$ cat config.mk
export PLATFORM = sky130hd
export DESIGN_NAME = memoryStage
export DESIGN_NICKNAME = d
export VERILOG_FILES = /design/src/source/cpuPkg.sv /design/src/source/memoryStage.sv
export SDC_FILE = /design/constraint.sdc
export NUM_CORES = 2
export LEC_CHECK = 0
export ABC_CLOCK_PERIOD_IN_PS = 8300
export BUFFER_PORTS_ARGS = -buffer_cell sky130_fd_sc_hd__buf_2
export CAP_MARGIN = 5
export CORE_ASPECT_RATIO = 1.75
export CORE_MARGIN = 2
export CORE_UTILIZATION = 30
export CTS_BUF_LIST = sky130_fd_sc_hd__clkbuf_8
export DETAILED_ROUTE_END_ITERATION = 7
export PLACE_DENSITY = 0.52
export RECOVER_POWER = 25
export SYNTH_ARGS = -nofsm -noshare
export SYNTH_HDL_FRONTEND = slang
export SYNTH_SLANG_ARGS = --single-unit
$ cat constraint.sdc
create_clock -name clk -period 8.3 [get_ports clk]
set_clock_uncertainty 0.05 [all_clocks]
set_input_delay 1.245 -clock clk [delete_from_list [all_inputs] [get_ports clk]]
set_output_delay 1.245 -clock clk [all_outputs]
set_load 0.005 [all_outputs]
$ cat src/source/cpuPkg.sv
package cpuPkg;

	typedef logic [15:0] word_t;
	typedef logic [3:0] regAddr_t;

	// Values follow the instruction encoding
	typedef enum logic [3:0] {
		opAdd,
		opSub,
		opRed,
		opXor,
		opSll,
		opSra,
		opRor,
		opPaddsb,
		opLw,
		opSw,
		opLhb,
		opLlb,
		opB,
		opBr,
		opPcs,
		opHlt
	} opcode_t;

	typedef struct packed {
		logic zero;
		logic overflow;
		logic negative;
	} aluFlags_t;

	typedef struct packed {
		logic memRead;
		logic memWrite;
		logic memToReg;
		logic regWrite;
		logic aluImm;
		logic pcs;
		logic llb;
		logic lhb;
		logic branchImm;
		logic branchReg;
		logic halt;
		logic setAllFlags;
		logic setZeroFlag;
	} control_t;

	// One register write per executed instruction
	typedef struct packed {
		logic valid;
		regAddr_t addr;
		word_t data;
		word_t pc;
	} trace_t;

	typedef enum logic [1:0] {
		stateIdle,
		stateRunning,
		stateHalted
	} runState_t;

endpackage

$ cat src/source/memoryStage.sv
module memoryStage #(
	parameter int dmemDepth = 256
) (
	input logic clk,
	input logic enable,
	input cpuPkg::control_t control,
	input cpuPkg::word_t address,
	input cpuPkg::word_t storeData,
	input cpuPkg::word_t aluResult,
	input cpuPkg::word_t pcNext,
	output cpuPkg::word_t writeBack
);
	import cpuPkg::*;

	localparam int addrBits = $clog2(dmemDepth);

	word_t mem [dmemDepth];
	word_t loadData;

	always_ff @(posedge clk) begin
		if (enable && control.memWrite)
			mem[address[addrBits-1:0]] <= storeData;
	end

	assign loadData = mem[address[addrBits-1:0]];

	// Write-back source
	always_comb begin
		if (control.memToReg)
			writeBack = loadData;
		else if (control.pcs)
			writeBack = pcNext;
		else
			writeBack = aluResult;
	end

endmodule

==> impl_results.md <==
* Postcts setup bufs at 0
* Resized Gates After CTS at 0
* GRT Total Usage at roughly 16%
* Switch share at between 20% and 30%
* Utilization after layout at approximately 34%
* Setup_tns at 0 ns
* Worst Hold End: mem[242][10]
* CTS clk-pin slew, worst paths at 0.07 ns
* Max Transition Viols Final at between 1500 and 2000
* Maximum buffer depth of the clock tree at 4
* CTS tree: done
* Top cells by area, synth: edfxtp_1, mux4_2, mux2i_1
* HP Start: address[6]
* TritonRoute pass-1 iters at 5
* Final setup viols at 0
* Pwr Total at 39.3 mW
* Ys flop type: edfxtp_1
* Register area share after synthesis at 78.1%
* Site Rows at 352
* Buffers on Ports at between 70 and 80
* Unrepaired setup endpoints after global routing: no
* Required time of the worst setup path at roughly 7 ns
* Pin count of the biggest net entering global routing at ~190
* Synthesis-to-finish area growth at 13.0%
* Max-cap violations at 20
* Final wirelength at 430000 um
* Count of cell types in the netlist at 57
* Boundary Pins at between 90 and 100
* Fraction of layout cells with a size suffix above 1 at 26.1%
* GRT overflow at 0
* Mapped Area at around 160000 um2
* Leakage power at 55.0 nW
* CP max FO at 16
* Tightest Pin Transition at 6.98 ns
* Final #Nets at 7910
* H-tree depth at 6
* Max FFs per register at around 4100
* Sequential Power Share at roughly 58%
* Post-synth EDFFs at slightly above 4000
* DR iter-0 viols at 6680
* Post-synthesis cell count at roughly 7200
* Fmax at 0.147 GHz
* CP Data Arrival Time at 5.49 ns
* Clock network power share at 36.8%
* Status: finished, violations left
* Worst setup EP type: output port
* Height of the die at 962 um
* Top-count cell post-synth: edfxtp_1
* Power per cell area at around 220 nW/um2
* Initial Util at between 30% and 40%
* Yosys top cell area share at 78.1%
* Clock tree sinks at 4096
* WS Path Type: input pin to output port
* Worst VDD drop at between 100 and 150 uV
* Final period util at 81.8%
* Critical Path Start Type: input pin
* First-pass GRT wire length at 606000 um
* Syn_nets at around 7300
* Asr flop ratio synth at 0%
* Failing checks: max-capacitance violations, max-slew violations
* Remaining antenna violation count at 0
* Die ar. at 531000 um2
* Root Buffer: clkbuf_8
* Rel. slew slack at -365%
* Synth area leader: edfxtp_1
* Post-CTS Hold Fix Bufs at 0
* Die width at around 550 um
* Via/cell ratio at approximately 5.0
* Final HPWL DP at ~270000 um
* Dpl cells at 14173
* Top cells by count, synth: edfxtp_1, mux4_2, mux2i_1
* CTS buffer count at approximately 560
* Synth Warn # at 0
* Hold WS at 1.11 ns
* Vias at 75710
* Average wire per standard cell at between 20 and 30 um
* Comb power frac at about 5.2%
* Vias in the first global route at between 80000 and 90000
* Gpl congestion at 0.851
* Hold Path Stages at 5
* Hold Path Class: input pin to flop
* Initial antenna violation count at 30
* Internal power at 30.4 mW
* Post-route DRC violation count at 0
* Mapped Avg Cell Area at ~22 um2
* Final Hold Violating Endpoints at 0
* #FFs+latches synth at 4096
* Finished Layout Cells at 15162
* Period minus WS final at 6.79 ns
* Core ar. at 524000 um2
* P_sw at around 8.9 mW
==> worst max-delay path by stage <==
stage / depth (start not counted) / to / slack, ns / start
finish: 10 / writeBack[11] / 1.51 / address[5]
global route: 2 / mem[174][9] / 1.12 / storeData[9]
global placement: 10 / writeBack[0] / 1.61 / address[2]
CTS: 10 / writeBack[9] / 1.63 / address[5]
floorplan: 9 / writeBack[1] / 3.97 / address[0]
detailed placement: 10 / writeBack[9] / 1.65 / address[5]
==> metal layers <==
metal  vias up  GRT usage [%]  part of all wire (%)
li1      31824              -                     -
met1     40701           17.5                    35
met2      2401           29.6                    54
met3       776           1.89                   4.7
met4         8           8.39                   5.8
met5         -              0                 0.014
==> cell families (layout without fill, tap and decap cells) <==
kind of cell	after synthesis	after routing	share of synthesized area, %
AND/OR/NAND/NOR	539	539	1.58
AO/OA/AOI/OAI	909	909	4.07
multiplexers	1220	1220	14.7
buffers and inverters	458	1466	1.60
flip-flops	4096	4096	78.1
other	0	29	0
==> critical path: stages <==
cell and delay [ns]:
buf_4 0.26, nor4bb_4 0.81, buf_4 0.35, nor2b_1 0.50
buf_4 0.37, a22oi_1 0.15, nand3_1 0.53, o22ai_1 0.45
nor4_2 0.53, buf_2 0.22
==> stage by stage <==
step	setup slack [ns]	instance area [um2]
detailed placement	1.65	168000
finish	1.51	178000
global placement	1.61	168000
global route	1.12	178000
CTS	1.63	178000
floorplan	3.97	157000
==> layout make-up <==
class,count,area [um2]
Tap cell,6903,8640
Sequential cell,4096,123000
Multi-Input combinational cell,2668,32200
Fill cell,49215,346000
Clock inverter,384,2060
Antenna cell,29,72.6
Clock buffer,576,7930
Timing Repair Buffer,499,4010
Inverter,7,26.3
==> cells in the final DEF, fill, tap and decap left out, drive strengths merged, types with 31 or more instances in the layout <==
cell type	n
clkinv	180
mux4	866
a21oi	233
buf	479
nand2	76
nor2	266
mux2	32
edfxtp	4096
o221ai	31
a22o	145
clkbuf	595
nand3	110
o211ai	33
o21ai	73
o2111ai	60
mux2i	322
a22oi	233
inv	175
==> power by group through the flow <==
stage / sequential, mW / combinational (mW) / clock [mW]
after floorplan: 23.2 / 1.06 / 0
after global placement: 23.2 / 2.05 / 0
after detailed placement: 23.2 / 2.09 / 0
after CTS: 22.8 / 2.09 / 14.9
after global routing: 22.8 / 2.15 / 15.6
final: 22.8 / 2.04 / 14.5
Power figures use the tool's default switching activity.
