File: config.mk
export PLATFORM = sky130hd
export DESIGN_NAME = registerFile
export DESIGN_NICKNAME = d
export VERILOG_FILES = /design/src/source/cpuPkg.sv /design/src/source/registerFile.sv
export SDC_FILE = /design/constraint.sdc
export NUM_CORES = 1
export LEC_CHECK = 0
export ABC_AREA = 1
export BUFFER_PORTS_ARGS = -buffer_cell sky130_fd_sc_hd__buf_2
export CORE_UTILIZATION = 39
export DETAILED_ROUTE_END_ITERATION = 12
export GPL_TIMING_DRIVEN = 0
export SLEW_MARGIN = 5
export SYNTH_ARGS = -nofsm -noshare
export SYNTH_HDL_FRONTEND = slang
export SYNTH_SLANG_ARGS = --single-unit
File: constraint.sdc
create_clock -name clk -period 1.85 [get_ports clk]
set_input_delay 0 -clock clk [delete_from_list [all_inputs] [get_ports clk]]
set_output_delay 0 -clock clk [all_outputs]
set_load 0.02 [all_outputs]
File: src/source/cpuPkg.sv
package cpuPkg;

	typedef logic [15:0] word_t;
	typedef logic [3:0] regAddr_t;

	// Values follow the instruction encoding
	typedef enum logic [3:0] {
		opAdd,
		opSub,
		opRed,
		opXor,
		opSll,
		opSra,
		opRor,
		opPaddsb,
		opLw,
		opSw,
		opLhb,
		opLlb,
		opB,
		opBr,
		opPcs,
		opHlt
	} opcode_t;

	typedef struct packed {
		logic zero;
		logic overflow;
		logic negative;
	} aluFlags_t;

	typedef struct packed {
		logic memRead;
		logic memWrite;
		logic memToReg;
		logic regWrite;
		logic aluImm;
		logic pcs;
		logic llb;
		logic lhb;
		logic branchImm;
		logic branchReg;
		logic halt;
		logic setAllFlags;
		logic setZeroFlag;
	} control_t;

	// One register write per executed instruction
	typedef struct packed {
		logic valid;
		regAddr_t addr;
		word_t data;
		word_t pc;
	} trace_t;

	typedef enum logic [1:0] {
		stateIdle,
		stateRunning,
		stateHalted
	} runState_t;

endpackage

File: src/source/registerFile.sv
module registerFile (
	input logic clk,
	input logic reset,
	input logic write,
	input cpuPkg::regAddr_t writeAddr,
	input cpuPkg::word_t writeData,
	input cpuPkg::regAddr_t readAddrA,
	input cpuPkg::regAddr_t readAddrB,
	output cpuPkg::word_t readDataA,
	output cpuPkg::word_t readDataB
);
	import cpuPkg::*;

	word_t regs [16];

	always_ff @(posedge clk) begin
		if (reset) begin
			for (int i = 0; i < 16; i++)
				regs[i] <= '0;
		end else if (write && (writeAddr != '0)) begin
			regs[writeAddr] <= writeData;
		end
	end

	// Register 0 is hardwired
	assign readDataA = (readAddrA == '0) ? '0 : regs[readAddrA];
	assign readDataB = (readAddrB == '0) ? '0 : regs[readAddrB];

endmodule

==> reports/metrics.yaml <==
synth:
  yosys.area.top_type: "edfxtp_1"
  synth_top_area_share_pct: 50.9
  synthCells: 2050
  ys_ff_latch: 256
  syn_avg_cell_area_um2: 7.37
  synth_ff_type: "edfxtp_1"
  synthMuxAreaShare_pct: 0
  synth_most_common_cell: "nand2_1"
  yosys.area_share.xor_xnor_pct: 0
  async_reset_ff_share_pct: 0
  yosys-top-cells-count: "695 x nand2_1, 353 x nand3_1, 313 x inv_1"
  synth-adder-area-share_pct: 0
  synth-seq-area-share_pct: 50.9
  synth_top_family_by_area: "simple AND/OR/NAND/NOR gates"
  yosys_warnings: 0
  synth-simple-area-share_pct: 36.0
  synth_edf_count: 256
  netlist_area_um2: 15100
  synth.distinct_cells: 19
  synthTopCellsByArea: "edfxtp_1 51%, nand2_1 17%, nand3_1 12%"
  synth_compound_area_share_pct: 1.06
run_status:
  failed_checks: "negative setup slack"
  status: "finished, violations left"
run:
  cap_violations: 0
layout:
  finalNonFillerCells: 2701
  area_growth_pct: 16.5
  fill_cells: 3794
  largest_reg_flops: 256
  finalCoreUtilization_pct: 46.4
  multiInputGateArea_um2: 6040
  nNetsFinal: 2201
  area.sequential_um2: 7690
  drive_above_1_share_pct: 12.9
  largest_register: "regs"
  fin_area_um2: 17600
  n_antenna_cell: 0
  top_regs: "regs x256"
cts:
  cts_root_buffer: "clkbuf_16"
  cts_buffers: 29
  cts_tree: "built"
  cts_htree_levels: 1
  cts.sinks: 256
  clockBufferDepth: 3
  clk_pin_slew_worst_paths_ps: 60
place:
  place_ws_ps: -766
  dp_cells: 2634
  io_buffers: 58
  placed_area_um2: 16100
  gp_congestion: 0.952
  hpwl_mm: 41.4
sta:
  tightest_slew_ps: 1100
  setup_ws_ps: -57.6
  setup_violations: 5
  finalHoldViolations: 0
  rsz0062_at_grt: "true"
  finalCritPeriodShare_pct: 103
  slew_headroom_pct: 26.5
  fmax_mhz: 524
  finalMaxSlewViolations: 0
  period_needed_ps: 1910
critical_path:
  crit_fanout: 2
  cp_data_required_time_ps: 1850
  arrival_ps: 1910
  critPathCaptureType: "output port"
  start_kind: "flop"
  worstSetupPathType: "flop to output port"
pwr:
  power.total_mw: 14.6
  seqPwrFrac_pct: 46.5
  power.share.clock_pct: 36.0
  p_comb_share_pct: 17.5
  p_per_area_nw_per_um2: 831
  power.switching_mw: 4.33
  power_leakage_nw: 8.42
  p_int_mw: 10.3
  vdd_drop_max_v: 0.000733
  switching_share_pct: 29.6
grt:
  grt_max_degree: 17
  grt-ovfl-total: 0
  grt_pass1_wl_mm: 79.2
  grt_pass1_vias: 13400
  grt_use_total_pct: 27.3
  antenna_found_initial: 0
drt:
  drcViolationCount: 0
  dr_total_vias: 14300
  vias_per_cell: 5.30
  drt-initial-drc-count: 1445
  wl_per_cell_um: 19.8
  firstDrtPassIters: 6
  ant_nets: 0
  routed_wl_mm: 53.5
die:
  die-area_um2: 39500
  std_cell_rows: 71
  die_x_um: 199
  core_um2: 37900
  start_util_pct: 39.8
  die_h_um: 199
  ios: 63
min_path:
  min_path_type: "input port to flop"
## worst max-delay path, cell delays in order (launching register included)
cell and delay (ps):
edfxtp_1 330, inv_1 50, nand2_1 50, nand3_1 80, nand3_1 120, nand3_1 120, a21oi_1 320, buf_2 240
## metrics by stage
step,hold WS (ps),setup TNS (ps)
floorplan,265,0
global placement,394,-127610
detailed placement,404,-143630
CTS,8.83,-73.7
global route,60.1,-857
finish,26.2,-175
## final timing paths
kind | start | end | cells after the start
max | regs[15][15]$_SDFFCE_PN0P_ | readDataA[15] | 7
min | writeAddr[1] | regs[13][1]$_SDFFCE_PN0P_ | 4
## cell type report
class | count | area share [%]
Inverter | 318 | 6.81
Sequential cell | 256 | 43.7
Buffer | 131 | 3.75
Clock inverter | 17 | 0.441
Tap cell | 511 | 3.63
Multi-Input combinational cell | 1360 | 34.3
Clock buffer | 34 | 4.23
Timing Repair Buffer | 74 | 3.14
## cell usage in the layout (no fill, tap or decap)
master | synthesis | layout
a21oi_1 | 32 | 6
a21oi_2 | 0 | 19
a21oi_4 | 0 | 7
buf_1 | 22 | 8
buf_2 | 53 | 89
buf_4 | 4 | 17
buf_6 | 7 | 18
clkbuf_1 | 45 | 37
clkbuf_16 | 0 | 29
clkbuf_2 | 0 | 25
clkinv_1 | 2 | 9
clkinv_2 | 0 | 8
clkinvlp_4 | 0 | 1
conb_1 | 1 | 16
dlygate4sd3_1 | 0 | 16
edfxtp_1 | 256 | 256
inv_1 | 313 | 313
inv_2 | 3 | 3
inv_6 | 0 | 1
nand2_1 | 695 | 676
nand2_2 | 11 | 29
nand2_4 | 0 | 1
nand3_1 | 353 | 325
nand3_2 | 1 | 28
nand3_4 | 0 | 1
nor2_1 | 245 | 245
nor2_2 | 4 | 2
nor2_4 | 0 | 2
nor3_4 | 1 | 1
nor4_4 | 0 | 2
## power groups by stage
stage	sequential [mW]	combinational (mW)	clock, mW
final	6.81	2.56	5.26
after global routing	6.84	2.78	5.48
after CTS	6.81	2.37	5.31
after detailed placement	6.93	2.29	0
after global placement	6.92	2.26	0
after floorplan	6.90	1.47	0
## routing by layer
layer | up-vias | wire length, um | global-route usage (%)
met4 | 0 | 1750 | 10.0
li1 | 6630 | - | -
met3 | 105 | 5110 | 4.39
met2 | 715 | 23800 | 42.5
met5 | - | 0 | 0
met1 | 6877 | 22900 | 38.2
## logic make-up after synthesis
kind of cell    Yosys count
other cells               1
flops                   256
compound gates           32
buf+inv                 449
simple gates           1312
## repair_timing
item                                   in CTS  in global routing
endpoints found under the hold margin      80                  0
setup endpoints to repair                 138                139
pin swaps                                   1                 25
buffers inserted                            0                  0
hold buffers                               16                  0
gates resized for setup                    38                120
No activity file was read; power rests on OpenSTA's default activity.
