[config.mk]
export PLATFORM = sky130hd
export DESIGN_NAME = controlUnit
export DESIGN_NICKNAME = d
export VERILOG_FILES = /design/src/source/cpuPkg.sv /design/src/source/controlUnit.sv
export SDC_FILE = /design/constraint.sdc
export NUM_CORES = 1
export LEC_CHECK = 0
export BUFFER_PORTS_ARGS = -buffer_cell sky130_fd_sc_hd__buf_2
export CAP_MARGIN = 20
export CORE_AREA = 2 2 39 41
export DETAILED_ROUTE_END_ITERATION = 7
export DIE_AREA = 0 0 41 43
export PLACE_DENSITY = 0.44
export SLEW_MARGIN = 25
export SYNTH_ARGS = -nofsm -noshare
export SYNTH_HDL_FRONTEND = slang
export SYNTH_SLANG_ARGS = --single-unit
[constraint.sdc]
create_clock -name vclk -period 0.9
set_input_delay 0.18 -clock vclk [all_inputs]
set_output_delay 0.18 -clock vclk [all_outputs]
set_load 0.005 [all_outputs]
[src/source/cpuPkg.sv]
package cpuPkg;

	typedef logic [15:0] word_t;
	typedef logic [3:0] regAddr_t;

	// Values follow the instruction encoding
	typedef enum logic [3:0] {
		opAdd,
		opSub,
		opRed,
		opXor,
		opSll,
		opSra,
		opRor,
		opPaddsb,
		opLw,
		opSw,
		opLhb,
		opLlb,
		opB,
		opBr,
		opPcs,
		opHlt
	} opcode_t;

	typedef struct packed {
		logic zero;
		logic overflow;
		logic negative;
	} aluFlags_t;

	typedef struct packed {
		logic memRead;
		logic memWrite;
		logic memToReg;
		logic regWrite;
		logic aluImm;
		logic pcs;
		logic llb;
		logic lhb;
		logic branchImm;
		logic branchReg;
		logic halt;
		logic setAllFlags;
		logic setZeroFlag;
	} control_t;

	// One register write per executed instruction
	typedef struct packed {
		logic valid;
		regAddr_t addr;
		word_t data;
		word_t pc;
	} trace_t;

	typedef enum logic [1:0] {
		stateIdle,
		stateRunning,
		stateHalted
	} runState_t;

endpackage

[src/source/controlUnit.sv]
module controlUnit (
	input cpuPkg::opcode_t opcode,
	output cpuPkg::control_t control
);
	import cpuPkg::*;

	localparam logic asserted = 1'b1;
	localparam logic notAsserted = 1'b0;

	always_comb begin
		control = '0;
		case (opcode)
			opAdd: begin
				control.regWrite = asserted;
			end
			opSub: begin
				control.regWrite = asserted;
			end
			opRed: begin
				control.regWrite = asserted;
			end
			opXor: begin
				control.regWrite = asserted;
			end
			// Shifts take their amount from imm4
			opSll: begin
				control.regWrite = asserted;
				control.aluImm = asserted;
			end
			opSra: begin
				control.regWrite = asserted;
				control.aluImm = asserted;
			end
			opRor: begin
				control.regWrite = asserted;
				control.aluImm = asserted;
			end
			opPaddsb: begin
				control.regWrite = asserted;
			end
			opLw: begin
				control.memRead = asserted;
				control.memToReg = asserted;
				control.regWrite = asserted;
			end
			opSw: begin
				control.memWrite = asserted;
				control.regWrite = notAsserted;
			end
			opLhb: begin
				control.regWrite = asserted;
				control.aluImm = asserted;
			end
			opLlb: begin
				control.regWrite = asserted;
				control.aluImm = asserted;
			end
			opB: begin
				control.regWrite = notAsserted;
			end
			opBr: begin
				control.regWrite = notAsserted;
			end
			opPcs: begin
				control.regWrite = asserted;
			end
			opHlt: begin
				control.regWrite = notAsserted;
			end
			default: begin
				control.regWrite = notAsserted;
			end
		endcase

		// Strobes straight from the opcode
		control.branchImm = (opcode == opB);
		control.branchReg = (opcode == opBr);
		control.lhb = (opcode == opLhb);
		control.llb = (opcode == opLlb);
		control.pcs = (opcode == opPcs);
		control.halt = (opcode == opHlt);
		control.setAllFlags = (opcode == opAdd) || (opcode == opSub);
		control.setZeroFlag = (opcode == opXor) || (opcode == opSll) ||
			(opcode == opSra) || (opcode == opRor);
	end

endmodule

==> results.yml <==
routing:
  wire_per_inst_um: 8.18
  drc: 0
  antenna_violating_nets_post_route: 0
  totalWireLength_um: 466
  route.vias.total: 214
  post_drt_via_cell_ratio: 3.75
  router_iterations_before_antenna_repair: 2
  first_iter_violations: 2
timing:
  final_period_minus_worst_setup_slack_ns: 0.953
  fin_ws_ns: -0.0533
  slew_headroom: 0.887
  max_freq_mhz: 1050
  setup-violations-final: 5
  max_transition_viols_final: 0
  hold_viol: 0
  finalCritPeriodShare: 1.06
  rsz_0062_raised_after_global_routing: "true"
  worst_slew_pin_slew_ns: 0.170
critical_path:
  startpoint_type: "input port"
  critical_path_buf_inv_count: 2
  path_delay_family: "buffers and inverters"
  worst_ep_required_time_ns: 0.72
  max_stage_delay_ns: 0.21
  critical-path-slowest-cell: "nand2b_2"
  critical_path.cell_chain: "buf_8 > nand2b_2 > o22ai_1 > buf_2"
  cp_max_fo: 6
  critPathKind: "in -> out"
  arrival_ns: 0.77
  endpoint_kind: "output port"
die:
  dieWidth_um: 41
  design.portCount: 17
  coreArea_sq_um: 1380
  floorplan.rows: 14
  start_util: 0.0940
  die-area_sq_um: 1760
  fp.dieH_um: 43
power:
  peakVddDrop_mv: 0.0637
  power.leakage_nw: 0.159
  power_per_cell_area_nw_per_um2: 381
place:
  final_wtd_congestion: 0.573
  detailed_place.area_sq_um: 240
  io_buffer_count: 17
  placed_wire_length_estimate_um: 395
  placement.setup.worst_slack_ns: -0.105
grt:
  number_of_global_route_vias_before_repair: 183
  number_of_antenna_violations_at_the_first_check_in_global_routing: 0
  globalRouteTotalUtil: 0.0539
  grt_overflow_total: 0
  grt_first_pass_wirelength_um: 738
  largest_net_degree_at_the_start_of_global_routing: 9
hold_path:
  hold_path_startpoint: "opcode[3]"
  min_path_cells: 3
  holdCritPathClass: "in -> out"
  whs_endpoint: "control[9]"
synthesis:
  syn_nets: 28
  post-synth-top-area-cell: "nor2_1"
  yosys_warnings: 0
  synth_top_cell_area_share: 0.202
  ys_seq_area_frac: 0
  synth_area_per_cell_sq_um: 5.42
  syn_area_sq_um: 130
  synthesized_netlist_cell_count: 24
  synthTopCellsByArea: "nor2_1 (20%), nand2b_1 (19%), mux2i_1 (7.7%)"
  synthDistinctLibCells: 13
job:
  max-cap-violations: 0
layout:
  clock_buffer_count: 0
  antenna_cells_inserted: 0
  final_layout_size_suffix_gt1_frac: 0.585
  fin_area_sq_um: 294
  seq_area_sq_um: 0
  flow.area_growth_from_synthesis_pct: 126
  design.final.nets: 47
  layout.filler_cells: 163
  seq_cell_count: 0
clocking:
  ctsHoldBuffers: 0
  post-cts-setup-buffers: 0
outcome:
  status: "finished, violations left"
  failed_checks: "negative setup slack"
==> tightest hold or removal path, delay by kind of cell <==
family / cells / cell delay [ns]
AOI/OAI and AO/OA: 1 / 0.08
buffers and inverters: 2 / 0.21
==> per-layer routing <==
metal,vias to the layer above,GRT usage,part of all wire
li1,114,-,-
met1,92,0.0665,0.41
met2,8,0.100,0.49
met3,0,0.00524,0.099
met4,0,0,0
met5,-,0,0
==> synthesized netlist by cell type <==
master,number
inv_1,1
nor2_1,7
or2_0,1
nor3_1,2
buf_4,1
and3_1,1
and2_4,1
a31oi_1,1
nand2b_1,4
o22ai_1,1
or2_1,1
nand2_1,2
mux2i_1,1
==> layout make-up <==
| cell class | count | area [sq um] | share of cell area |
|---|---|---|---|
| inverter | 1 | 3.75 | 0.0128 |
| timing repair buffer | 18 | 129 | 0.438 |
| multi-input combinational | 22 | 141 | 0.481 |
| tap | 16 | 20.0 | 0.0681 |
==> report_power, final <==
group	switching [mW]	leakage [nW]	internal (mW)
combinational	0.0498	0.159	0.0623
clock	0	0	0
sequential	0	0	0
total	0.0498	0.159	0.0623
==> through the flow <==
stage | cells | util | hold slack, ns | TNS [ns] | power [mW]
2_1_floorplan | 24 | - | 0.388 | 0 | 0.0419
3_3_place_gp | 57 | 0.174 | 0.675 | -0.785 | 0.0885
3_5_place_dp | 57 | 0.174 | 0.682 | -0.827 | 0.0883
4_1_cts | 57 | 0.211 | 0.634 | -0.266 | 0.112
5_1_grt | 57 | 0.212 | 0.654 | -0.552 | 0.122
6_report | 57 | 0.212 | 0.636 | -0.203 | 0.112
==> cell usage in the layout, fill, tap and decap left out, drive strengths merged <==
cell and n:
mux2i 1, and3 1, nand2b 4, o22ai 1
or2 2, nand2 2, nor2 7, inv 1
and2 1, buf 18, a31oi 1, nor3 2
==> cells by family (layout without fill, tap and decap cells) <==
| logic type | Yosys count | after routing | synth area share |
|---|---|---|---|
| AOI/OAI and AO/OA | 2 | 2 | 0.0962 |
| muxes | 1 | 1 | 0.0769 |
| and+or+nand+nor | 19 | 19 | 0.741 |
| buffers and inverters | 2 | 19 | 0.0865 |
==> how the worst max path moves through the flow <==
stage / endpoint / slack [ns] / depth (start not counted) / startpoint
floorplan: control[12] / 0.05 / 3 / opcode[2]
finish: control[8] / -0.05 / 4 / opcode[2]
detailed placement: control[8] / -0.11 / 4 / opcode[2]
global placement: control[8] / -0.11 / 4 / opcode[2]
global route: control[0] / -0.10 / 4 / opcode[2]
CTS: control[0] / -0.06 / 4 / opcode[2]
==> what timing repair did <==
| action | in CTS | in global routing |
|---|---|---|
| resized for setup | 13 | 1 |
| cloned | 0 | 0 |
| endpoints found under the setup margin | 12 | 10 |
| pin swaps | 5 | 0 |
No activity file was read; power rests on OpenSTA's default activity.
