[src/source/cpuPkg.sv]
package cpuPkg;

	typedef logic [15:0] word_t;
	typedef logic [3:0] regAddr_t;

	// Values follow the instruction encoding
	typedef enum logic [3:0] {
		opAdd,
		opSub,
		opRed,
		opXor,
		opSll,
		opSra,
		opRor,
		opPaddsb,
		opLw,
		opSw,
		opLhb,
		opLlb,
		opB,
		opBr,
		opPcs,
		opHlt
	} opcode_t;

	typedef struct packed {
		logic zero;
		logic overflow;
		logic negative;
	} aluFlags_t;

	typedef struct packed {
		logic memRead;
		logic memWrite;
		logic memToReg;
		logic regWrite;
		logic aluImm;
		logic pcs;
		logic llb;
		logic lhb;
		logic branchImm;
		logic branchReg;
		logic halt;
		logic setAllFlags;
		logic setZeroFlag;
	} control_t;

	// One register write per executed instruction
	typedef struct packed {
		logic valid;
		regAddr_t addr;
		word_t data;
		word_t pc;
	} trace_t;

	typedef enum logic [1:0] {
		stateIdle,
		stateRunning,
		stateHalted
	} runState_t;

endpackage

[src/source/fetchUnit.sv]
module fetchUnit (
	input logic clk,
	input logic reset,
	input logic runReq,
	output logic runAck,
	input cpuPkg::control_t control,
	input cpuPkg::aluFlags_t flags,
	input logic [2:0] condition,
	input logic [8:0] imm9,
	input cpuPkg::word_t branchTarget,
	output cpuPkg::word_t pc,
	output logic running
);
	import cpuPkg::*;

	runState_t state;
	logic taken;
	word_t pcPlusOne;
	word_t pcImm;
	word_t pcNext;

	// Branch condition against the stored flags
	always_comb begin
		case (condition)
			3'd0: taken = !flags.zero;
			3'd1: taken = flags.zero;
			3'd2: taken = !flags.zero && !flags.negative;
			3'd3: taken = flags.negative;
			3'd4: taken = flags.zero || (!flags.zero && !flags.negative);
			3'd5: taken = flags.negative || flags.zero;
			3'd6: taken = flags.overflow;
			default: taken = 1'b1;
		endcase
	end

	always_comb begin
		pcPlusOne = pc + 16'd1;
		pcImm = pcPlusOne + {{7{imm9[8]}}, imm9};
		pcNext = pcPlusOne;
		if (control.halt)
			pcNext = pc;
		else if (control.branchImm && taken)
			pcNext = pcImm;
		else if (control.branchReg && taken)
			pcNext = branchTarget;
	end

	always_ff @(posedge clk) begin
		if (reset) begin
			state <= stateIdle;
			pc <= '0;
		end else begin
			case (state)
				stateIdle: begin
					if (runReq) begin
						state <= stateRunning;
						pc <= '0;
					end
				end
				stateRunning: begin
					pc <= pcNext;
					if (control.halt)
						state <= stateHalted;
				end
				// Hold the ack until the request is withdrawn
				stateHalted: begin
					if (!runReq)
						state <= stateIdle;
				end
				default: state <= stateIdle;
			endcase
		end
	end

	assign running = (state == stateRunning);
	assign runAck = (state == stateHalted);

endmodule

[config.mk]
export PLATFORM = sky130hd
export DESIGN_NAME = fetchUnit
export DESIGN_NICKNAME = d
export VERILOG_FILES = /design/src/source/cpuPkg.sv /design/src/source/fetchUnit.sv
export SDC_FILE = /design/constraint.sdc
export NUM_CORES = 1
export LEC_CHECK = 0
export BUFFER_PORTS_ARGS = -buffer_cell sky130_fd_sc_hd__buf_2
export CAP_MARGIN = 0
export CELL_PAD_IN_SITES_DETAIL_PLACEMENT = 1
export CELL_PAD_IN_SITES_GLOBAL_PLACEMENT = 1
export CORE_ASPECT_RATIO = 0.75
export CORE_MARGIN = 2
export CORE_UTILIZATION = 37
export DETAILED_ROUTE_END_ITERATION = 16
export PLACE_DENSITY_LB_ADDON = 0.1
export SETUP_SLACK_MARGIN = 0.3
export SYNTH_ARGS = -nofsm -noshare
export SYNTH_HDL_FRONTEND = slang
export SYNTH_SLANG_ARGS = --single-unit
[constraint.sdc]
create_clock -name clk -period 3.6 [get_ports clk]
set_input_delay 0.36 -clock clk [delete_from_list [all_inputs] [get_ports clk]]
set_output_delay 0.36 -clock clk [all_outputs]
set_load 0.1 [all_outputs]
==> results by group <==
Clock tree
  • Clk Latency, worst-skew pair: about 270 ps
  • Clock Tree Buf Depth: 2
  • H-tree depth reported by CTS: 1
  • Hold-fix buffers at CTS: 0
  • CTS root buf: clkbuf_8
  • Clock sinks: 18
  • Worst-path clk slew: approximately 90 ps
  • CTS tree: done
  • TritonCTS buffer count: 3

STA
  • Maximum clock rate: around 320 MHz
  • Tcrit/Tclk final: 87.6%
  • Worst Clk Skew: about 13 ps
  • Final Hold Violating Endpoints: 0
  • Slew Limit Fails: 0
  • Setup TNS: 0 ps
  • Final setup viols: 0
  • Unrepaired setup endpoints after global routing: no
  • Worst Tran Pin Value: roughly 1000 ps
  • Final worst slack: 447 ps
  • Crit path time final: approximately 3200 ps
  • Max-slew headroom: around 35%

Routing
  • Detailed Route WL: 6.78 mm
  • Routed length per instance: 17.0 um
  • Post-route DRC: 0
  • Via density: approximately 5.5
  • Detail Route Antenna Nets: 0
  • DR vias: about 2200
  • DRT Pass-1 Iters: 4
  • DRT iter0 DRCs: between 70 and 80

Synth
  • Syn Nets: 335
  • Post-Syn Area: around 0.0021 mm^2
  • Seq/Total Area, Yosys: approximately 18%
  • Yosys warnings: 0
  • List of most frequent post-synthesis cells: nand2_1 (25), a21oi_1 (23), o21ai_0 (22), ha_1 (19), nor2_1 (19)
  • Synth top area cells: dfxtp_1 (18%), ha_1 (12%), xnor2_1 (6.8%)
  • EDFF count, synth: 0
  • Count leader, synth: nand2_1
  • Mapped Avg Cell Area: about 7.7 um^2
  • Synth area leader: dfxtp_1
  • Gate Count Post-Synth: ~270
  • Top cell type's share of synthesized area: between 10% and 20%
  • Ys async rst share: 0%
  • Ys flop type: dfxtp_1
  • Number of library cell types mapped by synthesis: 53
  • Flops & latches, synth: 18

Placed design
  • GPL Wtd Cong: 0.818
  • Port-buffer cells: 54
  • DP HPWL: ~5.3 mm
  • Pre-CTS WS: ~360 ps
  • Post-placement cell area: between 0.002 and 0.0025 mm^2

Critical path
  • Worst Reg-to-Reg Cells: 13
  • Worst-path maximum fanout: 7
  • Worst setup EP type: flop
  • Critical Path RT: ~3800 ps
  • Critical Path Start Type: flop
  • Kind of critical path: reg2reg
  • Arr. time, crit path: roughly 3300 ps

Die
  • Num rows: 23
  • Core area: approximately 0.0054 mm^2
  • Die X: about 90 um
  • Die Area: just over 0.006 mm^2
  • Number of I/O pins: 65
  • Die Ht: between 60 and 70 um
  • Initial Utilization: a little under two fifths

GRT
  • First-pass GRT wire length: 10.8 mm
  • Largest net degree at the start of global routing: 17
  • Initial antenna violation count: 0
  • Global route total overflow: 0
  • GRT Overall Usage: 22.2%
  • Vias in the first global route: around 2100

Layout
  • Fin nets: about 400
  • Ant diodes: 0
  • P&R area growth vs syn: 22.4%
  • FF/Latch Area: around 380 um^2
  • Share of cells above drive strength 1: around 28%
  • Number of fillers in the final layout: approximately 710
  • Multi-input logic area: about 0.0017 mm^2
  • Design area: roughly 0.0025 mm^2

Worst hold path
  • Worst hold path depth: 3
  • Hold WC Path Type: in2reg

Power and ir drop
  • PD cells: ~240 mW/mm^2
  • Static Leak: around 1.1 nW
  • Worst vdd ir: between 0.1 and 0.15 mV

Job
  • Max-cap violations: 0

Status
  • Outcome: finished clean
[final cells by class]
class	count	share of cell area (%)
multi-input cells	233	66.1
flip-flops and latches	18	15.1
clock buffers	3	1.64
repair buffers	57	11.7
clock inverters	1	0.149
inverters	11	1.64
well taps	75	3.74
[registers in the layout, summed over array words and instances, names as in the netlist]
| name | cells |
|---|---|
| state | 2 |
| pc | 16 |
[placed cells by master (no fill, tap or decap), drive strengths merged, types with 5 or more instances in the layout]
cell type,instances
nor2b,7
xor2,13
mux2i,5
ha,19
o21ai,25
a31oi,7
nand3,9
buf,57
nor2,19
inv,11
dfxtp,18
xnor2,16
nand2,27
a21oi,24
a22oi,5
[critical path, cell delays in order, from the launching register on]
cell	delay, ps
dfxtp_4	390
ha_2	210
and4_4	280
nand2_1	60
nor2_1	160
xor2_1	250
ha_1	300
a21o_1	200
a21oi_1	140
nand2_1	60
or3_1	320
a31o_2	260
xnor2_1	120
a221o_1	280
[metal layers]
| metal | routed length (um) | track usage, % | part of all wire (%) |
|---|---|---|---|
| met5 | 0 | 0 | 0 |
| met4 | 80 | 4.81 | 1.2 |
| met3 | 364 | 2.93 | 5.4 |
| met2 | 2950 | 37.4 | 44 |
| met1 | 3380 | 31.1 | 50 |
[what timing repair did]
action / in CTS / in global routing
endpoints found under the setup margin: 0 / 5
gates resized for setup: 0 / 11
setup buffers: 0 / 3
[metrics by stage]
stage	utilization [%]	hold WS [ps]	power, mW	cells
6_report	46.9	346	0.591	398
5_1_grt	46.9	385	0.624	398
4_1_cts	45.9	353	0.590	395
3_5_place_dp	45.0	492	0.434	391
3_3_place_gp	45.0	482	0.431	391
2_1_floorplan	-	508	0.371	268
[where the power goes]
part,total (mW),internal (mW),switching (mW)
Clock,0.157,0.0762,0.0811
Sequential,0.212,0.204,0.00817
Combinational,0.221,0.0768,0.144
[cell families after synthesis]
group           after synthesis  synth area share (%)
compound gates               90                  29.3
fa+ha+maj                    20                  12.6
simple gates                 88                  22.1
xor+xnor                     29                  12.4
mux                           6                  2.99
flops                        18                  17.6
buf+inv                      17                  3.17
[path summary, 6_finish.rpt]
check / slack (ps) / start / end
worst min register to register: 500 / pc[3] / pc[3]
worst max register to register: 450 / pc[0] / pc[15]
worst min-delay path: 350 / runReq / state[1]
worst max-delay path: 450 / pc[0] / pc[15]
(Power assumes the default switching activity.)
