===== config.mk =====
export PLATFORM = sky130hd
export DESIGN_NAME = alu
export DESIGN_NICKNAME = d
export VERILOG_FILES = /design/src/source/cpuPkg.sv /design/src/source/alu.sv
export SDC_FILE = /design/constraint.sdc
export NUM_CORES = 1
export LEC_CHECK = 0
export BUFFER_PORTS_ARGS = -buffer_cell sky130_fd_sc_hd__buf_2
export CORE_MARGIN = 3
export CORE_UTILIZATION = 40
export CTS_CLUSTER_DIAMETER = 100
export DETAILED_ROUTE_END_ITERATION = 8
export PLACE_DENSITY = 0.65
export SYNTH_ARGS = -nofsm -noshare
export SYNTH_HDL_FRONTEND = slang
export SYNTH_SLANG_ARGS = --single-unit

===== constraint.sdc =====
create_clock -name clk -period 5 [get_ports clk]
set_clock_uncertainty 0.2 [all_clocks]
set_input_delay 0.5 -clock clk [delete_from_list [all_inputs] [get_ports clk]]
set_output_delay 0.5 -clock clk [all_outputs]
set_load 0.02 [all_outputs]

===== src/source/cpuPkg.sv =====
package cpuPkg;

	typedef logic [15:0] word_t;
	typedef logic [3:0] regAddr_t;

	// Values follow the instruction encoding
	typedef enum logic [3:0] {
		opAdd,
		opSub,
		opRed,
		opXor,
		opSll,
		opSra,
		opRor,
		opPaddsb,
		opLw,
		opSw,
		opLhb,
		opLlb,
		opB,
		opBr,
		opPcs,
		opHlt
	} opcode_t;

	typedef struct packed {
		logic zero;
		logic overflow;
		logic negative;
	} aluFlags_t;

	typedef struct packed {
		logic memRead;
		logic memWrite;
		logic memToReg;
		logic regWrite;
		logic aluImm;
		logic pcs;
		logic llb;
		logic lhb;
		logic branchImm;
		logic branchReg;
		logic halt;
		logic setAllFlags;
		logic setZeroFlag;
	} control_t;

	// One register write per executed instruction
	typedef struct packed {
		logic valid;
		regAddr_t addr;
		word_t data;
		word_t pc;
	} trace_t;

	typedef enum logic [1:0] {
		stateIdle,
		stateRunning,
		stateHalted
	} runState_t;

endpackage


===== src/source/alu.sv =====
module alu (
	input logic clk,
	input logic reset,
	input logic enable,
	input cpuPkg::opcode_t opcode,
	input cpuPkg::control_t control,
	input cpuPkg::word_t a,
	input cpuPkg::word_t b,
	input logic [7:0] imm8,
	input logic [3:0] imm4,
	output cpuPkg::word_t result,
	output cpuPkg::aluFlags_t flags
);
	import cpuPkg::*;

	word_t sum;
	word_t diff;
	word_t opResult;
	word_t address;
	word_t byteMerge;
	logic [31:0] rotWide;
	logic [9:0] byteSum;
	logic [3:0] shamt;
	logic sumOvf;
	logic diffOvf;
	logic zeroNext;
	logic ovfNext;
	logic negNext;

	// Signed 4-bit add, clamped to -8..7
	function automatic logic [3:0] satAdd4(input logic [3:0] x, input logic [3:0] y);
		logic [3:0] s;
		s = x + y;
		if ((x[3] == y[3]) && (s[3] != x[3]))
			satAdd4 = x[3] ? 4'b1000 : 4'b0111;
		else
			satAdd4 = s;
	endfunction

	always_comb begin
		shamt = control.aluImm ? imm4 : b[3:0];
		sum = a + b;
		diff = a - b;
		sumOvf = (a[15] == b[15]) && (sum[15] != a[15]);
		diffOvf = (a[15] != b[15]) && (diff[15] != a[15]);
		byteSum = a[7:0] + a[15:8] + b[7:0] + b[15:8];
		rotWide = {a, a} >> shamt;
		address = a + {{12{imm4[3]}}, imm4};
		// b carries rd for the byte loads
		byteMerge = control.llb ? {b[15:8], imm8} : {imm8, b[7:0]};

		case (opcode)
			opAdd: opResult = sum;
			opSub: opResult = diff;
			opRed: opResult = {6'b0, byteSum};
			opXor: opResult = a ^ b;
			opSll: opResult = a << shamt;
			opSra: opResult = $signed(a) >>> shamt;
			opRor: opResult = rotWide[15:0];
			opPaddsb: opResult = {satAdd4(a[15:12], b[15:12]), satAdd4(a[11:8], b[11:8]),
				satAdd4(a[7:4], b[7:4]), satAdd4(a[3:0], b[3:0])};
			opLhb: opResult = byteMerge;
			opLlb: opResult = byteMerge;
			default: opResult = '0;
		endcase

		result = (control.memRead || control.memWrite) ? address : opResult;

		zeroNext = (opResult == '0);
		negNext = opResult[15];
		ovfNext = (opcode == opSub) ? diffOvf : sumOvf;
	end

	// Flags start clear on every run
	always_ff @(posedge clk) begin
		if (reset) begin
			flags <= '0;
		end else if (!enable) begin
			flags <= '0;
		end else if (control.setAllFlags) begin
			flags <= '{zero: zeroNext, overflow: ovfNext, negative: negNext};
		end else if (control.setZeroFlag) begin
			flags.zero <= zeroNext;
		end
	end

endmodule


==> results summary, run 1 <==
The flow ran to the end, and the final reports show no timing, DRC or antenna violations. The register containing the most flip-flops in the final layout is flags. The final period demand of the worst path came out at between 4 and 5 ns.

The global route total overflow is 0. The number of hold-slack violations in the final timing report came out at 0. Synthesis inferred 3 register bits. The row count is 46.

The layout has around 1700 filler cells. Yosys mapped the design onto between 70 and 80 distinct sky130hd cell types. TritonCTS built the clock tree. The post-placement cell count is roughly 1200. Yosys mapped a number of flops with a built-in enable equal to 0. The worst-case clock buffer depth came out at 2. The cell type with the highest aggregate area in the netlist is sky130_fd_sc_hd__ha_1.

The clock transition at the register clock pins on the worst setup and hold paths after CTS came out at around 0.030 ns. The I/O pin count came out at between 80 and 90. Setup repair after global routing left no endpoint under its margin. Routability-driven placement finished with a final weighted congestion of 1.050. The cell leakage power came out at 3.210 nW. Leaving out fill and tap cells, the most frequent cells in the layout are sky130_fd_sc_hd__nor2_1 (75), sky130_fd_sc_hd__buf_2 (75), sky130_fd_sc_hd__inv_1 (68). The relative area change from synthesis to final layout is 12.63%. The largest registers in the layout are flags: 3 flops. The number of violations reported at the end of detailed-routing iteration 0 is between 1000 and 1500. In the final timing run, aggregate negative setup slack is 0 ns.

The floorplan die area came out at between 15000 and 20000 um^2. The count of max-cap constraint violations is 0. The via count of the first global-routing pass was 7121. The portion of the post-synthesis area used by sequential elements came out at 0.9171%. The vertical die dimension is approximately 130 um. The clock net sink count came out at 3. The total nets after synthesis came out at a little over 1000. For this block, the via count after detailed routing is about 7800.

Measured against its own limit, the worst slew margin works out to around 28%. During placement, the flow inserted port buffers numbering 75. The final layout contains routed wiring with a total length of 28490 um.

The detailed-placement wirelength estimate came out at 22690 um. The global routing usage on met3 is under 10%. The worst setup path is launched from an input pin. The number of max-slew violations in the final report was 0. The arrival time of the worst setup path is between 4 and 5 ns. Dividing the detail-routed via count by the number of cells gives 6.644. Setup violations remaining at the end of the flow were counted as 0. The global-route usage over all layers is a little under a third. In the finished design, the share of the clock period the worst path needs comes to a little under 100%. The endpoint kind of the worst setup timing path is an output pin.

The register with the most flip-flops in the layout has 3 of them. The number of buffers created by CTS came out at 3. For this design, the CTS-stage hold fixing added 0 buffers. The setup path with the least slack is of type input pin to output pin. Sorting the synthesized cells by area gives the leading types as sky130_fd_sc_hd__ha_1 (10%), sky130_fd_sc_hd__mux2i_1 (9.0%), sky130_fd_sc_hd__mux4_2 (8.6%).

The async set-or-reset flop fraction in the synthesized netlist came out at 0%. The worst-case IR drop observed on VDD is 0.1305 mV. The number of antenna violations at the first check in global routing came out at 0. The placeable core area came out at between 15000 and 20000 um^2. The final antenna-violating net count is 0.

Once the floorplan was initialized, standard cells occupied around two fifths of the core. The fraction of layout instances using a drive strength above 1 is between 10% and 20%. The number of standard cells in the layout, taps in and fillers out is between 1000 and 1500. In this run the clock root is driven by a sky130_fd_sc_hd__clkbuf_16.

For this run, the leading register cell type out of synthesis is sky130_fd_sc_hd__dfxtp_1. The die extent in x is ~130 um. The average detailed-routed wire length per instance is about 24 um.

After the last flow step, the layout net total stands at between 1000 and 1500. The global routing met2 resource utilization came out at between 40% and 50%. At the pin with the least slew margin, the transition time is 1.072 ns. In this run the worst hold path is classified as flop to flop. The maximum clock rate came out at 0.2057 GHz. The required time reported for the critical path endpoint is between 4 and 5 ns.

The met1 track demand over resource in global routing came out at about two fifths. The area share of the leading cell type in the synthesized netlist came out at 10.32%. The post-synthesis area per instance is approximately 7.4 um^2. The hold slack is 0.2650 ns. In this run the most used layer during global routing was met2.

After detailed routing, the number of remaining DRC violations is 0. The number of synthesis warnings is 0. After technology mapping, the gate count stands at just under 900.

The pre-antenna-repair detailed-routing pass consisted of 8 iterations. The biggest fanout along the worst timing path came out at 7. The power density over the cells is approximately 170 nW/um^2. The first global-routing pass estimated 42370 um of wire.

The number of antenna diodes in the final layout is 0. The count of H-tree levels built during CTS is 1. Once the clock tree was built, the setup fixing pass inserted 0 buffers. Clock latency on the worst-skew pair, taken at its later pin, is ~0.22 ns. The combined area of all synthesized cells came out at between 6000 and 7000 um^2. The largest net degree at the start of global routing is 31.
[path summary, 6_finish.rpt]
check	endpoint	startpoint	slack [ns]	cells past startpoint
max reg2reg	flags[0]	flags[0]	4.18	1
min	flags[2]	flags[2]	0.26	2
max	result[9]	a[14]	0.14	14
min reg2reg	flags[2]	flags[2]	0.26	2
[report_power, final]
| part | switching (mW) | total (mW) | internal (mW) |
|---|---|---|---|
| combinational | 0.679 | 1.11 | 0.434 |
| sequential | 0.000309 | 0.0251 | 0.0248 |
| clock | 0.0227 | 0.128 | 0.105 |
| total | 0.702 | 1.27 | 0.564 |
[metrics by stage]
step                power [mW]  util (%)  instance area [um^2]  setup slack, ns
finish                   1.266     46.26                  7376           0.1379
global route             1.349     46.26                  7376         0.003462
CTS                      1.230     46.21                  7367           0.1358
detailed placement       1.093     45.72                  7288           0.1538
global placement         1.087     45.72                  7288           0.1782
floorplan               0.7628         -                  6549           0.5859
[worst max-delay path, cell delays in order]
cell and delay [ns]:
sky130_fd_sc_hd__buf_2 0.11, sky130_fd_sc_hd__inv_1 0.18, sky130_fd_sc_hd__fa_1 0.50, sky130_fd_sc_hd__fa_1 0.53
sky130_fd_sc_hd__inv_1 0.04, sky130_fd_sc_hd__ha_1 0.36, sky130_fd_sc_hd__o21a_1 0.21, sky130_fd_sc_hd__o211ai_1 0.16
sky130_fd_sc_hd__a21oi_1 0.11, sky130_fd_sc_hd__a2111o_1 0.38, sky130_fd_sc_hd__nor4_1 0.31, sky130_fd_sc_hd__o211ai_1 0.28
sky130_fd_sc_hd__mux2_2 0.34, sky130_fd_sc_hd__buf_2 0.16
[cell usage after synthesis, drive strengths merged (11+ instances only)]
cell and instances:
a211oi 20, a21oi 65, ha 54, nand2 61, o221ai 11, mux4 26
clkbuf 41, inv 69, a31oi 12, o211ai 13, o21ai 47, nor3 33
fa 22, buf 21, nand3 19, xnor2 21, o22ai 16, mux2i 61
nor2 76, nor2b 16
[layer usage]
layer,wire length [um],up-vias,part of all wire [%]
met5,0,-,0
met4,1624,0,5.7
met3,3488,132,12
met2,12270,527,43
met1,11110,3600,39
li1,-,3494,-
[cell families (layout without fill, tap and decap cells)]
| kind of cell | after synthesis | after routing | share of synthesized area (%) |
|---|---|---|---|
| multiplexers | 94 | 94 | 19.70 |
| AND/OR/NAND/NOR | 272 | 272 | 20.65 |
| buffers and inverters | 131 | 195 | 8.235 |
| XOR/XNOR | 30 | 30 | 4.012 |
| AO/OA/AOI/OAI | 281 | 281 | 29.44 |
| flip-flops | 3 | 3 | 0.9171 |
| adder cells (fa/ha/maj) | 76 | 76 | 17.04 |
[final cells by class]
class	count	area, um^2	share of cell area [%]
Clock buffer	4	78.83	1.069
Inverter	69	259.0	3.511
Sequential cell	3	60.06	0.8142
Multi-Input combinational cell	753	5979	81.07
Timing Repair Buffer	122	728.2	9.873
Tap cell	216	270.3	3.664
[timing repair]
item                       4_1_cts  5_1_grt
resized for setup                0        3
hold endpoints to repair         0        0
setup endpoints to repair        0        1
No activity file was read; power rests on OpenSTA's default activity.
==> run 2, diff against run 1 <==
--- a/config.mk
+++ b/config.mk
@@ -6,8 +6,8 @@
 export NUM_CORES = 1
 export LEC_CHECK = 0
 export BUFFER_PORTS_ARGS = -buffer_cell sky130_fd_sc_hd__buf_2
-export CORE_MARGIN = 3
 export CORE_UTILIZATION = 40
+export CTS_BUF_LIST = sky130_fd_sc_hd__clkbuf_8
 export CTS_CLUSTER_DIAMETER = 100
 export DETAILED_ROUTE_END_ITERATION = 8
 export PLACE_DENSITY = 0.65
==> results summary, run 2 (same netlist as run 1, synthesis figures left out) <==
The type of the tightest min-delay check is flop to flop (unchanged). The slowest cell on the critical path is sky130_fd_sc_hd__fa_1 (unchanged). The worst-case clock buffer depth came out at 2 (unchanged). The power dissipated by switching net loads is 0.6971 mW (was 0.7021 mW). The register containing the most flip-flops in the final layout is flags (unchanged).

The floorplan die area is 16890 um^2 (was 17940 um^2). The CTS tree is yes (unchanged). Cells traversed along the worst timing path: buf_2, inv_1, fa_1, fa_1, inv_1, ha_1, inv_1, fa_1, nor2b_2, o221ai_2, a21oi_1, a2111o_1, nor4_1, o211ai_1, mux2_2, buf_2 (was buf_2, inv_1, fa_1, fa_1, inv_1, ha_1, o21a_1, o211ai_1, a21oi_1, a2111o_1, nor4_1, o211ai_1, mux2_2, buf_2). The final weighted congestion in routability-driven placement came to 1.065 (was 1.050). The total of cells resized after clock tree synthesis came out at 0 (unchanged). The register share of total power is 2.1% (was 2.0%). The part of the power in the clock network came out at 5.8% (was 10.1%). The number of violations reported at the end of detailed-routing iteration 0 is 1099 (was 1015). The cell leakage power came to 3.197 nW (was 3.210 nW). The number of antenna violations at the first check in global routing came to 0 (unchanged).

The placeable core area is 15940 um^2 (unchanged). The maximum clock rate is 0.2056 GHz (was 0.2057 GHz). The count of antenna diodes in the layout came to 0 (unchanged). The number of detailed-route iterations in the first pass came out at 5 (was 8). The actual slew at the worst max-slew pin was 1.061 ns (was 1.072 ns).

The final period demand of the worst path is 4.863 ns (was 4.862 ns). The clock net sink count is 3 (unchanged). The effective utilization at floorplan is 41.08% (unchanged).

The final antenna-violating net count came out at 0 (unchanged). The worst-case setup margin in the final layout came out at 0.1369 ns (was 0.1379 ns). The row count came out at 46 (unchanged). The clock latency of the later-clocked register in the worst-skew pair is 0.22 ns (about the same). The relative area change from synthesis to final layout is 12.11% (was 12.63%). The net switching share of the total power was 57.61% (was 55.45%). The vertical die dimension is 130.0 um (was 134.0 um).

The number of design rule violations left after detail routing came to 0 (unchanged). The hold buffer count at cts is 0 (unchanged). The number of endpoints failing setup at the final stage came out at 0 (unchanged). The worst vdd rail ir drop is 0.1023 mV (was 0.1305 mV). The power density over the cells is 164.8 nW/um^2 (was 171.7 nW/um^2). Biggest registers after layout: flags: 3 flops (unchanged). The number of inserted filler cells in the final layout is 1678 (was 1672). The CTS root buffer is sky130_fd_sc_hd__clkbuf_8 (was sky130_fd_sc_hd__clkbuf_16). The final wirelength is 28610 um (was 28490 um). The setup TNS after final layout is 0 ns (unchanged). The global route total overflow is 0 (unchanged). The count of H-tree levels built during CTS came out at 1 (unchanged). The count of max-cap constraint violations came out at 0 (unchanged). The number of standard cells in the layout, taps in and fillers out came out at 1167 (unchanged). The via density per instance is 6.667 (was 6.644). The setup slack at placement came out at 0.1597 ns (was 0.1538 ns).

The required time reported for the critical path endpoint is 4.30 ns (about the same). The flip-flop count of the largest register after layout is 3 (unchanged). The kind of critical path was input pin to output pin (unchanged). The post-placement cell count came out at 1163 (unchanged). The largest net degree at the start of global routing is 31 (unchanged). The I/O pin count came to 83 (unchanged). The delay contributed by the slowest stage of the critical path came to 0.52 ns (was 0.53 ns). The worst-case register-to-register setup slack came out at 4.19 ns (was 4.18 ns).

The number of buffers created by CTS came out at 3 (unchanged). The wire length of the first global-routing pass is 42570 um (was 42370 um). The sum of buffers and inverters on the critical path came to 5 (was 4).

The number of vias in the routed layout came out at 7780 (was 7753). The clock transition at the register clock pins on the worst setup and hold paths after CTS is 0.03 ns (about the same). The final critical-path share of the clock period came out at 97.26% (was 97.24%). The largest delay contributor family on the critical path was adder cells (unchanged). The die extent in x is 130.0 um (was 134.0 um).

Setup repair after global routing missed its margin: false (unchanged). The worst slew margin relative to its limit came out at 29.17% (was 28.45%). The number of max-slew violations in the final report is 0 (unchanged). The arrival time of the worst setup path came to 4.16 ns (about the same). The global-route usage over all layers came out at 33.85% (was 30.30%). The number of nets in the layout is 1092 (unchanged). The average detailed-routed wire length per instance came out at 24.52 um (was 24.41 um).

The number of hold-slack violations in the final timing report is 0 (unchanged). The startpoint kind of the worst setup timing path is an input pin (unchanged). The biggest fanout along the worst timing path came to 3 (was 7). The detailed-placement wirelength estimate is 22970 um (was 22690 um). The count of buffers added by post-CTS timing repair for setup came out at 0 (unchanged). The fraction of layout instances using a drive strength above 1 came out at 18.72% (unchanged). The internal power contribution came out at 0.5128 mW (was 0.5642 mW). The post-route standard cell area excluding fillers is 7342 um^2 (was 7376 um^2).

Commonest cells after routing, fill and taps aside: sky130_fd_sc_hd__nor2_1 (75), sky130_fd_sc_hd__buf_2 (75), sky130_fd_sc_hd__inv_1 (69) (was sky130_fd_sc_hd__nor2_1 (75), sky130_fd_sc_hd__buf_2 (75), sky130_fd_sc_hd__inv_1 (68)). The via count of the first global-routing pass came out at 7083 (was 7121). Result of the run: finished, final reports clean (unchanged). The endpoint kind of the worst setup timing path is an output pin (unchanged).

The fraction of power consumed by combinational cells came out at 92.1% (was 87.9%). The standard cell area after detailed placement came out at 7288 um^2 (unchanged). The number of buffers inserted by port buffering was 75 (unchanged).
run 2: changes by cell type in the layout (fill, tap and decap cells not counted), sizes merged:
cell,before,now
inv,69,70
clkbuf,4,3
run 2: stage by stage:
step / total power, mW / hold WS [ns] / utilization (%)
6_report: 1.210 / 0.2846 / 46.05
5_1_grt: 1.296 / 0.3011 / 46.05
4_1_cts: 1.176 / 0.2886 / 46.00
3_5_place_dp: 1.098 / 0.2750 / 45.72
3_3_place_gp: 1.092 / 0.2463 / 45.72
2_1_floorplan: 0.7628 / 0.3359 / -
run 2: final cells by class:
type	instances	area (um^2)	area share, %
clock buffer	3	41.29	0.5624
clock inverter	1	3.754	0.05112
inverter	69	259.0	3.528
multi-input combinational	753	5979	81.44
sequential	3	60.06	0.8180
tap	216	270.3	3.681
timing repair buffer	122	728.2	9.918
run 2: power by group through the flow:
stage	logic [mW]	registers [mW]	clock network, mW
finish	1.11	0.0251	0.0705
global route	1.20	0.0252	0.0735
CTS	1.08	0.0251	0.0720
detailed placement	1.07	0.0254	0
global placement	1.07	0.0254	0
floorplan	0.737	0.0262	0
run 2: metal layers:
layer  track usage (%)  wire length (um)  part of all wire, %  vias up
met4             14.57              1416                  4.9        0
met1             44.73             11410                   40     3658
met5                 0                 0                    0        -
met3             5.207              2987                   10      107
met2             54.67             12790                   45      531
li1                  -                 -                    -     3484
run 2: path summary, 6_finish.rpt:
check / end / from / cells after the start
setup / recovery: result[9] / b[1] / 16
hold / removal: flags[0] / flags[0] / 1
setup reg to reg: flags[0] / flags[0] / 1
hold reg to reg: flags[0] / flags[0] / 1
